`src/adcPkg.sv`:
```
package adcPkg;

	//////////////////////////////////////////////////
	// widths and serial timing
	localparam int codeWidth = 12;
	localparam int sumWidth = 16;
	localparam int frameBits = 16;
	localparam int sclkHalfCycles = 2;	// clk cycles per sclk half period
	localparam int halfCntWidth = $clog2(sclkHalfCycles);
	localparam int edgeCntWidth = $clog2(2 * frameBits);	// sclk edges per frame

	//////////////////////////////////////////////////
	// sample and filter sequencing
	localparam int framesPerSample = 5;
	localparam int currentFrames = 3;
	localparam int frameIdxWidth = $clog2(framesPerSample);
	localparam int sampleCount = 10;
	localparam int sampleCntWidth = $clog2(sampleCount);
	localparam int meanShift = 3;	// divide by 8 after trimming two samples
	localparam int resultFields = 2;	// current and resistance

	typedef logic [codeWidth-1:0] adcCode;
	typedef logic [2:0] adcChannel;
	typedef logic [sumWidth-1:0] filterSum;

	typedef struct packed
	{
		adcCode current;
		adcCode resistance;
	} measResult;

	localparam adcChannel currentChannel = 3'd1;
	localparam adcChannel resistanceChannel = 3'd0;

	// plausibility window for the current code
	localparam adcCode codeHighLimit = 12'd4000;
	localparam adcCode codeLowLimit = 12'd98;
	localparam adcCode zeroCurrentCode = 12'h809;	// code at zero load current
	localparam adcCode fallbackCode = 12'd1950;

	typedef enum logic [1:0] {spiIdle, spiShift, spiDone} spiState;

	typedef enum logic [2:0]
	{
		seqIdle, seqFrame, seqWait, seqScale, seqReport
	} seqState;

	typedef enum logic [2:0]
	{
		filtIdle, filtRequest, filtWait, filtAccumulate, filtTrim, filtOutput
	} filterState;

endpackage

```
`src/adcSpiMaster.sv`:
```
module adcSpiMaster (
	input  logic clk,
	input  logic rst_n,
	input  logic frameStart,
	input  adcPkg::adcChannel frameChannel,
	input  logic dout,
	output logic sclk,
	output logic din,
	output logic frameDone,
	output adcPkg::adcCode frameData
);
	import adcPkg::*;

	spiState state;
	logic [halfCntWidth-1:0] halfCnt;	// clk cycles inside one sclk half
	logic [edgeCntWidth-1:0] edgeCnt;	// sclk edges done so far
	logic [edgeCntWidth-2:0] fallIdx;	// index of the coming falling edge
	logic halfEnd;
	logic lastEdge;
	adcCode shiftReg;

	assign halfEnd = (halfCnt == halfCntWidth'(sclkHalfCycles - 1));
	assign lastEdge = (edgeCnt == edgeCntWidth'(2 * frameBits - 1));
	assign fallIdx = edgeCnt[edgeCntWidth-1:1];
	assign frameDone = (state == spiDone);

	always_ff @(posedge clk or negedge rst_n)
	begin
		if (!rst_n)
		begin
			state <= spiIdle;
			halfCnt <= '0;
			edgeCnt <= '0;
			sclk <= 1'b1;	// idles high
			din <= 1'b0;
		end
		else
		begin
			case (state)
				spiIdle:
				begin
					if (frameStart)
					begin
						halfCnt <= halfCntWidth'(1);	// start cycle is the first half cycle
						edgeCnt <= '0;
						state <= spiShift;
					end
				end
				spiShift:
				begin
					if (!halfEnd)
						halfCnt <= halfCnt + 1'b1;
					else
					begin
						halfCnt <= '0;
						sclk <= ~sclk;
						edgeCnt <= edgeCnt + 1'b1;
						if (sclk)
						begin
							// address bits go out on falling edges 3 to 5
							case (fallIdx)
								2: din <= frameChannel[2];
								3: din <= frameChannel[1];
								4: din <= frameChannel[0];
								default: din <= 1'b0;
							endcase
						end
						else if (lastEdge)
							state <= spiDone;	// 16th rising edge
					end
				end
				spiDone:
					state <= spiIdle;
				default:
					state <= spiIdle;
			endcase
		end
	end

	// dout is taken on every rising edge and the last 12 bits are the code
	always_ff @(posedge clk)
	begin
		if (state == spiShift && halfEnd && !sclk)
		begin
			shiftReg <= {shiftReg[codeWidth-2:0], dout};
			if (lastEdge)
				frameData <= {shiftReg[codeWidth-2:0], dout};
		end
	end

endmodule

```
`src/conversionSequencer.sv`:
```
module conversionSequencer (
	input  logic clk,
	input  logic rst_n,
	input  logic sampleStart,
	input  logic frameDone,
	input  adcPkg::adcCode frameData,
	input  logic scaledValid,
	input  adcPkg::adcCode scaledCurrent,
	output logic csN,
	output logic frameStart,
	output adcPkg::adcChannel frameChannel,
	output logic scaleStart,
	output adcPkg::adcCode [adcPkg::currentFrames-1:0] currentCodes,
	output adcPkg::measResult sample,
	output logic sampleValid
);
	import adcPkg::*;

	seqState state;
	logic [frameIdxWidth-1:0] frameIdx;	// frame inside the burst
	logic lastFrame;

	assign lastFrame = (frameIdx == frameIdxWidth'(framesPerSample - 1));
	assign frameStart = (state == seqFrame);
	assign scaleStart = (state == seqScale);

	// the converter answers one frame late, so the address runs one frame ahead
	assign frameChannel = (frameIdx < frameIdxWidth'(currentFrames)) ? currentChannel
		: resistanceChannel;

	always_ff @(posedge clk or negedge rst_n)
	begin
		if (!rst_n)
		begin
			state <= seqIdle;
			frameIdx <= '0;
			csN <= 1'b1;
			sampleValid <= 1'b0;
		end
		else
		begin
			sampleValid <= 1'b0;
			case (state)
				seqIdle:
				begin
					if (sampleStart)
					begin
						csN <= 1'b0;	// held low over all five frames
						frameIdx <= '0;
						state <= seqFrame;
					end
				end
				seqFrame:
					state <= seqWait;
				seqWait:
				begin
					if (frameDone)
					begin
						if (lastFrame)
							state <= seqScale;
						else
						begin
							frameIdx <= frameIdx + 1'b1;
							state <= seqFrame;
						end
					end
				end
				seqScale:
					state <= seqReport;
				seqReport:
				begin
					if (scaledValid)
					begin
						sampleValid <= 1'b1;
						csN <= 1'b1;
						state <= seqIdle;
					end
				end
				default:
					state <= seqIdle;
			endcase
		end
	end

	//////////////////////////////////////////////////
	// frame data capture
	always_ff @(posedge clk)
	begin
		if (state == seqWait && frameDone)
		begin
			if (lastFrame)
				sample.resistance <= frameData;
			else if (frameIdx != '0)	// first frame carries stale data
				currentCodes <= {currentCodes[currentFrames-2:0], frameData};
		end
		if (state == seqReport && scaledValid)
			sample.current <= scaledCurrent;
	end

endmodule

```
`src/currentScaler.sv`:
```
module currentScaler (
	input  logic clk,
	input  logic rst_n,
	input  logic scaleStart,
	input  adcPkg::adcCode [adcPkg::currentFrames-1:0] currentCodes,
	output logic scaledValid,
	output adcPkg::adcCode scaledCurrent
);
	import adcPkg::*;

	adcCode medianCode;
	logic medianValid;

	function automatic adcCode median3(input adcCode a, input adcCode b, input adcCode c);
		adcCode lo;
		adcCode hi;
		adcCode mid;
		lo = (a < b) ? a : b;
		hi = (a < b) ? b : a;
		mid = (hi < c) ? hi : c;
		return (lo > mid) ? lo : mid;
	endfunction

	always_ff @(posedge clk or negedge rst_n)
	begin
		if (!rst_n)
		begin
			medianValid <= 1'b0;
			scaledValid <= 1'b0;
		end
		else
		begin
			medianValid <= scaleStart;
			scaledValid <= medianValid;
		end
	end

	always_ff @(posedge clk)
	begin
		if (scaleStart)
			medianCode <= median3(currentCodes[0], currentCodes[1], currentCodes[2]);
		if (medianValid)
		begin
			if (medianCode >= codeHighLimit || medianCode <= codeLowLimit)
				scaledCurrent <= fallbackCode;	// implausible reading
			else if (medianCode >= zeroCurrentCode)
				scaledCurrent <= medianCode - zeroCurrentCode;
			else
				scaledCurrent <= zeroCurrentCode - medianCode;	// magnitude only
		end
	end

endmodule

```
`src/trimmedMeanFilter.sv`:
```
module trimmedMeanFilter (
	input  logic clk,
	input  logic rst_n,
	input  logic measStart,
	input  logic sampleValid,
	input  adcPkg::measResult sample,
	output logic sampleStart,
	output adcPkg::measResult result,
	output logic resultValid
);
	import adcPkg::*;

	filterState state;
	logic [sampleCntWidth-1:0] sampleCnt;
	logic lastSample;
	logic [resultFields-1:0][codeWidth-1:0] sampleCodes;	// latched sample
	logic [resultFields-1:0][codeWidth-1:0] meanCodes;
	filterSum sum [resultFields];
	adcCode maxCode [resultFields];
	adcCode minCode [resultFields];

	assign sampleStart = (state == filtRequest);
	assign lastSample = (sampleCnt == sampleCntWidth'(sampleCount - 1));

	always_comb
	begin
		for (int i = 0; i < resultFields; i++)
			meanCodes[i] = codeWidth'(sum[i] >> meanShift);
	end

	//////////////////////////////////////////////////
	// control cycle
	always_ff @(posedge clk or negedge rst_n)
	begin
		if (!rst_n)
		begin
			state <= filtIdle;
			sampleCnt <= '0;
			result <= '0;
			resultValid <= 1'b0;
		end
		else
		begin
			resultValid <= 1'b0;
			case (state)
				filtIdle:
				begin
					if (measStart)
					begin
						sampleCnt <= '0;
						state <= filtRequest;
					end
				end
				filtRequest:
					state <= filtWait;
				filtWait:
					if (sampleValid)
						state <= filtAccumulate;
				filtAccumulate:
				begin
					if (lastSample)
						state <= filtTrim;
					else
					begin
						sampleCnt <= sampleCnt + 1'b1;
						state <= filtRequest;
					end
				end
				filtTrim:
					state <= filtOutput;
				filtOutput:
				begin
					result <= meanCodes;	// current in the upper field
					resultValid <= 1'b1;
					state <= filtIdle;
				end
				default:
					state <= filtIdle;
			endcase
		end
	end

	//////////////////////////////////////////////////
	// running sum and extremes per field
	always_ff @(posedge clk)
	begin
		if (state == filtWait && sampleValid)
			sampleCodes <= sample;
		for (int i = 0; i < resultFields; i++)
		begin
			if (state == filtIdle && measStart)
				sum[i] <= '0;
			else if (state == filtAccumulate)
			begin
				sum[i] <= sum[i] + filterSum'(sampleCodes[i]);
				if (sampleCnt == '0 || sampleCodes[i] > maxCode[i])
					maxCode[i] <= sampleCodes[i];	// first sample seeds both
				if (sampleCnt == '0 || sampleCodes[i] < minCode[i])
					minCode[i] <= sampleCodes[i];
			end
			else if (state == filtTrim)
				sum[i] <= sum[i] - filterSum'(maxCode[i]) - filterSum'(minCode[i]);
		end
	end

endmodule

```
`src/adcSampleTop.sv`:
```
module adcSampleTop (
	input  logic clk,
	input  logic rst_n,
	input  logic measStart,
	input  logic dout,
	output logic sclk,
	output logic din,
	output logic csN,
	output adcPkg::measResult result,
	output logic resultValid
);
	import adcPkg::*;

	logic sampleStart;
	logic sampleValid;
	measResult sample;
	logic frameStart;
	logic frameDone;
	adcChannel frameChannel;
	adcCode frameData;
	logic scaleStart;
	logic scaledValid;
	adcCode scaledCurrent;
	adcCode [currentFrames-1:0] currentCodes;

	trimmedMeanFilter trimmedMeanFilter_inst (
		.clk(clk),
		.rst_n(rst_n),
		.measStart(measStart),
		.sampleValid(sampleValid),
		.sample(sample),
		.sampleStart(sampleStart),
		.result(result),
		.resultValid(resultValid)
	);

	conversionSequencer conversionSequencer_inst (
		.clk(clk),
		.rst_n(rst_n),
		.sampleStart(sampleStart),
		.frameDone(frameDone),
		.frameData(frameData),
		.scaledValid(scaledValid),
		.scaledCurrent(scaledCurrent),
		.csN(csN),
		.frameStart(frameStart),
		.frameChannel(frameChannel),
		.scaleStart(scaleStart),
		.currentCodes(currentCodes),
		.sample(sample),
		.sampleValid(sampleValid)
	);

	currentScaler currentScaler_inst (
		.clk(clk),
		.rst_n(rst_n),
		.scaleStart(scaleStart),
		.currentCodes(currentCodes),
		.scaledValid(scaledValid),
		.scaledCurrent(scaledCurrent)
	);

	adcSpiMaster adcSpiMaster_inst (
		.clk(clk),
		.rst_n(rst_n),
		.frameStart(frameStart),
		.frameChannel(frameChannel),
		.dout(dout),
		.sclk(sclk),
		.din(din),
		.frameDone(frameDone),
		.frameData(frameData)
	);

endmodule

```
`config.mk`:
```
export PLATFORM = sky130hd
export DESIGN_NAME = adcSampleTop
export DESIGN_NICKNAME = d
export VERILOG_FILES = /design/src/adcPkg.sv /design/src/adcSpiMaster.sv /design/src/conversionSequencer.sv /design/src/currentScaler.sv /design/src/trimmedMeanFilter.sv /design/src/adcSampleTop.sv
export SDC_FILE = /design/constraint.sdc
export NUM_CORES = 1
export LEC_CHECK = 0
export BUFFER_PORTS_ARGS = -buffer_cell sky130_fd_sc_hd__buf_2
export CAP_MARGIN = 10
export CELL_PAD_IN_SITES_DETAIL_PLACEMENT = 0
export CELL_PAD_IN_SITES_GLOBAL_PLACEMENT = 1
export CORE_MARGIN = 3
export CORE_UTILIZATION = 53
export CTS_CLUSTER_DIAMETER = 120
export DETAILED_ROUTE_END_ITERATION = 8
export PLACE_DENSITY = 0.92
export RECOVER_POWER = 50
export SLEW_MARGIN = 20
export SYNTH_ARGS = -nofsm -noshare
export SYNTH_HDL_FRONTEND = slang
export SYNTH_SLANG_ARGS = --single-unit
```
`constraint.sdc`:
```
create_clock -name clk -period 8.9 [get_ports clk]
set_input_delay 0 -clock clk [delete_from_list [all_inputs] [get_ports clk]]
set_output_delay 0 -clock clk [all_outputs]
set_load 0.005 [all_outputs]
```
======== Word level (Yosys, flattened, before mapping) ========
Memories as Yosys holds them, arrays and structs flattened.
Cells that the tools add are included.
operators by class
  magnitude comparators ................... 11
  reduce and logical (&&, ||, !) cells .... 34
  mux-type cells .......................... 69
  bitwise operators ....................... 6
  equal/unequal tests ..................... 28
  $add $sub $neg .......................... 12
operators by type and width
  cell                                                                                count
  16-bit two-way mux                                                                  4
  16-bit by 12-bit subtractor with 16-bit output                                      4
  12-bit two-way mux                                                                  5
  12-bit < comparator                                                                 4
  12-bit > comparator                                                                 3
  1-bit two-way mux                                                                   33
  16-bit by 12-bit adder with 16-bit output                                           2
  3-bit case mux with 5 select lines                                                  2
  3-bit two-way mux                                                                   9
  12-bit >= comparator (second input constant)                                        2
  3-bit AND reduction                                                                 6
  2-bit by 1-bit inequality test with 1-bit output (second input constant)            7
  3-bit by 2-bit == test with 1-bit output (second input constant)                    4
  3-bit == test (second input constant)                                               4
  12-bit by 7-bit less-or-equal comparator with 1-bit output (second input constant)  1
  12-bit subtractor (first input constant)                                            1
  12-bit subtractor (second input constant)                                           1
  2-bit two-way mux                                                                   5
  5-bit two-way mux                                                                   2
  5-bit case mux with 2 select lines                                                  1
  2-bit AND reduction                                                                 5
  4-bit by 2-bit == test with 1-bit output (second input constant)                    2
  4-bit two-way mux                                                                   2
  2-bit inequality test (second input constant)                                       4
  27 further kinds                                                                    47
word-level totals
  flip-flop bits (word level) ............. 183
  input port bits ......................... 4
  word-level logic and storage cells ...... 190
  memories ................................ 3
  memory bits (writable) .................. 80
  output and inout bits ................... 28
memories
  name                            depth  bits a word  read ports  clocked after Yosys merged registers in  wr ports  RTL line                 text
  trimmedMeanFilter_inst.sum      2      16           2           0                                        2         trimmedMeanFilter.sv:18  filterSum sum [resultFields];
  trimmedMeanFilter_inst.maxCode  2      12           2           0                                        2         trimmedMeanFilter.sv:19  adcCode maxCode [resultFields];
  trimmedMeanFilter_inst.minCode  2      12           2           0                                        2         trimmedMeanFilter.sv:20  adcCode minCode [resultFields];

======== Longest topological paths before layout ========
An unclocked memory read counts as a cell.
  depth after elaboration ................. 7
  gate-level depth with buffers ........... 27
  gate-level depth less buffers ........... 26

======== Cells and area by module ========
Synthesis repeated with hierarchy kept, for this count alone.
unflattened totals
  cell total of the unflattened synthesis .. 1319
  area, all modules ....................... 15185.8 sq um
by module, submodules not included
  module               instances  seq. area each (sq um)  area an instance (sq um)  cells an instance
  trimmedMeanFilter    1          3863.7                  8856.0                    829
  currentScaler        1          770.7                   2850.2                    311
  conversionSequencer  1          2003.2                  2270.9                    108
  adcSpiMaster         1          942.2                   1208.7                    71

======== Worst setup path before layout ========
Ideal clock, no wire load.
  kind .................................... register to register
  from .................................... register conversionSequencer_inst.currentCodes[6] (netlist name)
  to ...................................... register currentScaler_inst.medianCode[0] (data pin)
  stages on the path, launching flop included .. 26
  data required time ...................... 8.642 ns
  setup slack ............................. 3.532 ns
  clock period less this slack ............ 5.368 ns
  buffers on the path ..................... 1
  setup time .............................. 0.258 ns
  arrival time ............................ 5.110 ns
  cells stage by stage .................... edfxtp_1 -> ha_1 -> a21oi_1 -> and3_1 -> o21a_1 -> o21bai_1 -> a21oi_4 -> mux2_2 -> ha_1 -> a21o_1 -> a21o_1 -> a21oi_1 -> o21a_1 -> o211ai_1 -> a31oi_4 -> buf_6 -> mux2i_1 -> ha_1 -> nor2b_1 -> o21a_1 -> o21a_1 -> o21ai_0 -> a31oi_1 -> and3_1 -> a221oi_2 -> nand2_1
between the ends
  word-level cells in the longest chain between the ends .. 6
  elaborated cells between the ends (all ways) .. 7
  those cells by class .................... order compare: 3; mux: 4
ends and longest elaborated chain
  element                 RTL line                                  text
  start, declared         conversionSequencer.sv:13                 output adcPkg::adcCode [adcPkg::currentFrames-1:0] currentCodes,
  start signal, assigned  conversionSequencer.sv:94                 currentCodes <= {currentCodes[currentFrames-2:0], frameData};
  12-bit < comparator     currentScaler.sv:18, currentScaler.sv:19
  12-bit two-way mux      currentScaler.sv:19                       hi = (a < b) ? b : a;
  12-bit < comparator     currentScaler.sv:20                       mid = (hi < c) ? hi : c;
  12-bit two-way mux      currentScaler.sv:20
  12-bit > comparator     currentScaler.sv:21                       return (lo > mid) ? lo : mid;
  12-bit two-way mux *    currentScaler.sv:21
  end signal, assigned    currentScaler.sv:41                       medianCode <= median3(currentCodes[0], currentCodes[1], currentCodes[2]);
  end, declared           currentScaler.sv:11                       adcCode medianCode;
Mark *: on every way between the ends. The rest lies on a longest branch, timed or not.
A chain may end at the register's enable or synchronous reset.

======== Final worst setup path ========
  from .................................... register conversionSequencer_inst.currentCodes[2] (netlist name)
  to ...................................... register currentScaler_inst.medianCode[0] (data pin)
The elaborated chain is that of the path after synthesis.

==> metrics.md <==
| Metric | Value |
|---|---|
| Status | `finished, violations left` |
| Async SR Flop Fraction | `19.9%` |
| Critical Path Source Type | `flop` |
| Final Net Count | `1481` |
| First-pass GRT wire length | `45.4 mm` |
| Clk root buf | `clkbuf_16` |
| Vias in the first global route | `9249` |
| Depth of the CTS H-tree | `1` |
| Post-layout min period | `7.07 ns` |
| DRT iter0 DRCs | `585` |
| Drt via density | `5.58` |
| Clock latency on the worst-skew pair | `0.54 ns` |
| Top-level I/O count | `32` |
| R2R depth | `24` |
| GRT Util Overall | `18.8%` |
| Clk_skew | `0.0191 ns` |
| Post-synth EDFFs | `209` |
| Reg area | `0.00758 mm²` |
| Core area | `0.0270 mm²` |
| Largest net degree at the start of global routing | `53` |
| DP Worst Slack | `1.93 ns` |
| CTS tree | `built` |
| Non-Filler Instances | `1666` |
| Hold path depth | `2` |
| Max Fclk | `142 MHz` |
| Register bit total from synthesis | `261` |
| RePlAce Congestion | `0.858` |
| Yosys cell types | `65` |
| Sequential area share after synthesis | `51.8%` |
| Cell count after synthesis | `1262` |
| Most frequent cells in the layout | `edfxtp_1, ha_1, nand2_1, inv_1, a21oi_1` |
| Wire per inst | `16.5 µm` |
| RSZ-0062 raised after global routing | `no` |
| Worst-margin pin slew | `2.95 ns` |
| Crit Path Category | `flop to flop` |
| First drt pass iteration count | `5` |
| Net count after synthesis | `1438` |
| Clock Sink Count | `261` |
| Mean Syn Cell Area | `11.6 µm²` |
| Crit share post-route | `79.4%` |
| Req. time, crit path | `9.18 ns` |
| Min-delay src | `dout` |
| Critical Path End Type | `flop` |
| Yosys warns | `0` |
| Post-Syn Area | `0.0146 mm²` |
| CP Max Fanout | `36` |
| Setup ws final | `1.83 ns` |
| # placed instances | `1614` |
| DIE WIDTH | `172 µm` |
| Final Hold Vio Count | `0` |
| # setup viols final | `0` |
| LEAKAGE | `6.83 nW` |
| Placed Area | `0.0152 mm²` |
| ANT nets after route | `0` |
| Violated checks | `max-capacitance violations, max-slew violations` |
| Power density of the placed cells | `315 mW/mm²` |
| Worst min path class | `input pin to flop` |
| Max cap viols | `2` |
| PortBufs | `31` |
| Multi-input logic area | `0.00650 mm²` |
| Pins Over Slew Limit | `68` |
| CTS max path bufs | `3` |
| Initial Util | `54.2%` |
| Antenna cell count | `0` |
| Primary FF master, synth | `edfxtp_1` |
| Final TNS setup | `0 ns` |
| Hold_ws | `0.215 ns` |
| Worst r2r src | `conversionSequencer_inst.currentCodes[2]` |
| Finished Cell Area | `0.0161 mm²` |
| Fillers | `2157` |
| VDD IR max | `0.000159 V` |
| Commonest non-fill, non-tap cell in the layout | `edfxtp_1` |
| Die outline area | `0.0296 mm²` |
| Initial antenna violation count | `0` |
| DRC Markers | `0` |
| End of the worst hold path | `adcSpiMaster_inst.frameData[0]` |
| Resized Gates After CTS | `0` |
| Reg clk slew, reported paths | `0.06 ns` |
| Worst path arrival time | `7.34 ns` |
| CTS Buf Count | `27` |
| Share of cells above drive strength 1 | `7.02%` |
| Gr ovfl total | `0` |
| Vias | `9291` |
| Area added between synthesis and finish | `9.99%` |
| Num rows | `60` |
| Relative slew slack | `-96.8%` |
| Die Y | `172 µm` |
| WL final | `27.5 mm` |
| Final HPWL from detailed placement | `20.4 mm` |
| R2r setup slk | `1.83 ns` |
| R2R Path End | `currentScaler_inst.medianCode[0]` |
[area by class of cell]
type | instances | share of cell area, %
Sequential cell | 261 | 47.1
Timing Repair Buffer | 42 | 1.32
Tap cell | 341 | 2.65
Inverter | 123 | 2.87
Clock buffer | 28 | 4.22
Multi-Input combinational cell | 850 | 40.4
Clock inverter | 21 | 1.48
[timing repair]
item | CTS | global route
setup buffers | 0 | 0
setup endpoints to repair | 0 | 0
hold endpoints to repair | 55 | 0
hold buffers | 3 | 0
[critical path: stages, from the launching register on]
cell and delay (ns):
edfxtp_1 0.44, ha_1 0.34, a21o_1 0.16, a31oi_1 0.19, o21a_1 0.23, o21bai_1 0.13, a21oi_4 0.74, mux2_2 0.43
ha_1 0.30, a21o_1 0.19, a21o_1 0.18, a21oi_1 0.14, o21a_1 0.13, o211ai_1 0.14, a31oi_4 0.57, mux2i_1 0.20
ha_1 0.33, a21o_1 0.11, a21o_1 0.11, a21oi_1 0.06, or2_2 0.27, a31oi_2 0.91, nor2_1 0.13, a221oi_2 0.31
nand2_1 0.07
[kinds of logic after synthesis]
kind of cell	after synthesis	share of synthesized area, %
AND/OR/NAND/NOR	331	10.7
buffers and inverters	151	4.00
flip-flops	261	51.8
XOR/XNOR	51	3.05
multiplexers	38	2.72
AO/OA/AOI/OAI	258	11.7
adder cells (fa/ha/maj)	172	16.0
[synth_stat cells (all sizes together), types with 7 or more instances]
cell    instances  share of area (%)
a211oi          7               0.36
a21o           33                1.7
a21oi          63                2.3
a31oi          13               0.76
and2           14               0.60
clkbuf         22               0.56
dfrtp          50                8.5
edfxtp        209                 43
fa             26                3.6
ha            146                 12
inv           123                3.2
mux2           11               0.85
mux2i          27                1.9
nand2         139                3.6
nand2b         16               0.68
nand3          18               0.62
nand3b          7               0.36
nand4          15               0.64
nor2           57                1.5
nor2b          12               0.51
nor3           20               0.68
nor4            7               0.30
o21a           15               0.77
o21ai          51                1.7
o21bai          7               0.36
o22ai          18               0.77
o41ai           7               0.47
or2             8               0.34
xnor2          27                1.6
xor2           24                1.4
[per-stage QoR]
step / power (mW) / utilization, %
after global routing: 5.46 / 59.6
after detailed placement: 3.92 / 56.2
final: 5.07 / 59.6
after CTS: 5.10 / 59.7
after global placement: 3.86 / 56.2
after floorplan: 3.43 / -
[how the worst max path moves through the flow]
stage                                                         from                                to  slack [ns]  cells after the start
final                     conversionSequencer_inst.currentCodes[2]  currentScaler_inst.medianCode[0]        1.83                     24
after detailed placement  conversionSequencer_inst.currentCodes[2]  currentScaler_inst.medianCode[0]        1.93                     24
after global routing      conversionSequencer_inst.currentCodes[2]  currentScaler_inst.medianCode[0]        1.37                     24
after floorplan           conversionSequencer_inst.currentCodes[6]  currentScaler_inst.medianCode[0]        3.53                     25
after global placement    conversionSequencer_inst.currentCodes[2]  currentScaler_inst.medianCode[0]        2.06                     24
after CTS                 conversionSequencer_inst.currentCodes[2]  currentScaler_inst.medianCode[0]        1.87                     24
[where the power goes]
group          internal, mW  total, mW  switching [mW]
Combinational         0.900       2.09            1.19
Sequential             1.62       1.83           0.203
Clock                 0.679       1.15           0.475
Total                  3.20       5.07            1.86
[layer usage]
metal / routed length, µm / track usage (%)
met1: 13000 / 26.2
met2: 12800 / 31.4
met3: 1000 / 2.58
met4: 718 / 5.07
met5: 0 / 0
[sequential cells by signal (all words and copies together), names as in the netlist, 2 cells and up]
register,count
currentScaler_inst.medianCode,12
trimmedMeanFilter_inst.result,24
trimmedMeanFilter_inst.sum,30
trimmedMeanFilter_inst.maxCode,24
adcSpiMaster_inst.shiftReg,11
adcSpiMaster_inst.edgeCnt,5
trimmedMeanFilter_inst.minCode,24
trimmedMeanFilter_inst.sampleCnt,4
conversionSequencer_inst.currentCodes,36
adcSpiMaster_inst.frameData,12
conversionSequencer_inst.sample,24
adcSpiMaster_inst.state,2
currentScaler_inst.scaledCurrent,12
trimmedMeanFilter_inst.sampleCodes,24
conversionSequencer_inst.frameIdx,3
conversionSequencer_inst.state,3
trimmedMeanFilter_inst.state,3
Note: power is estimated with default switching activity, not from simulation.
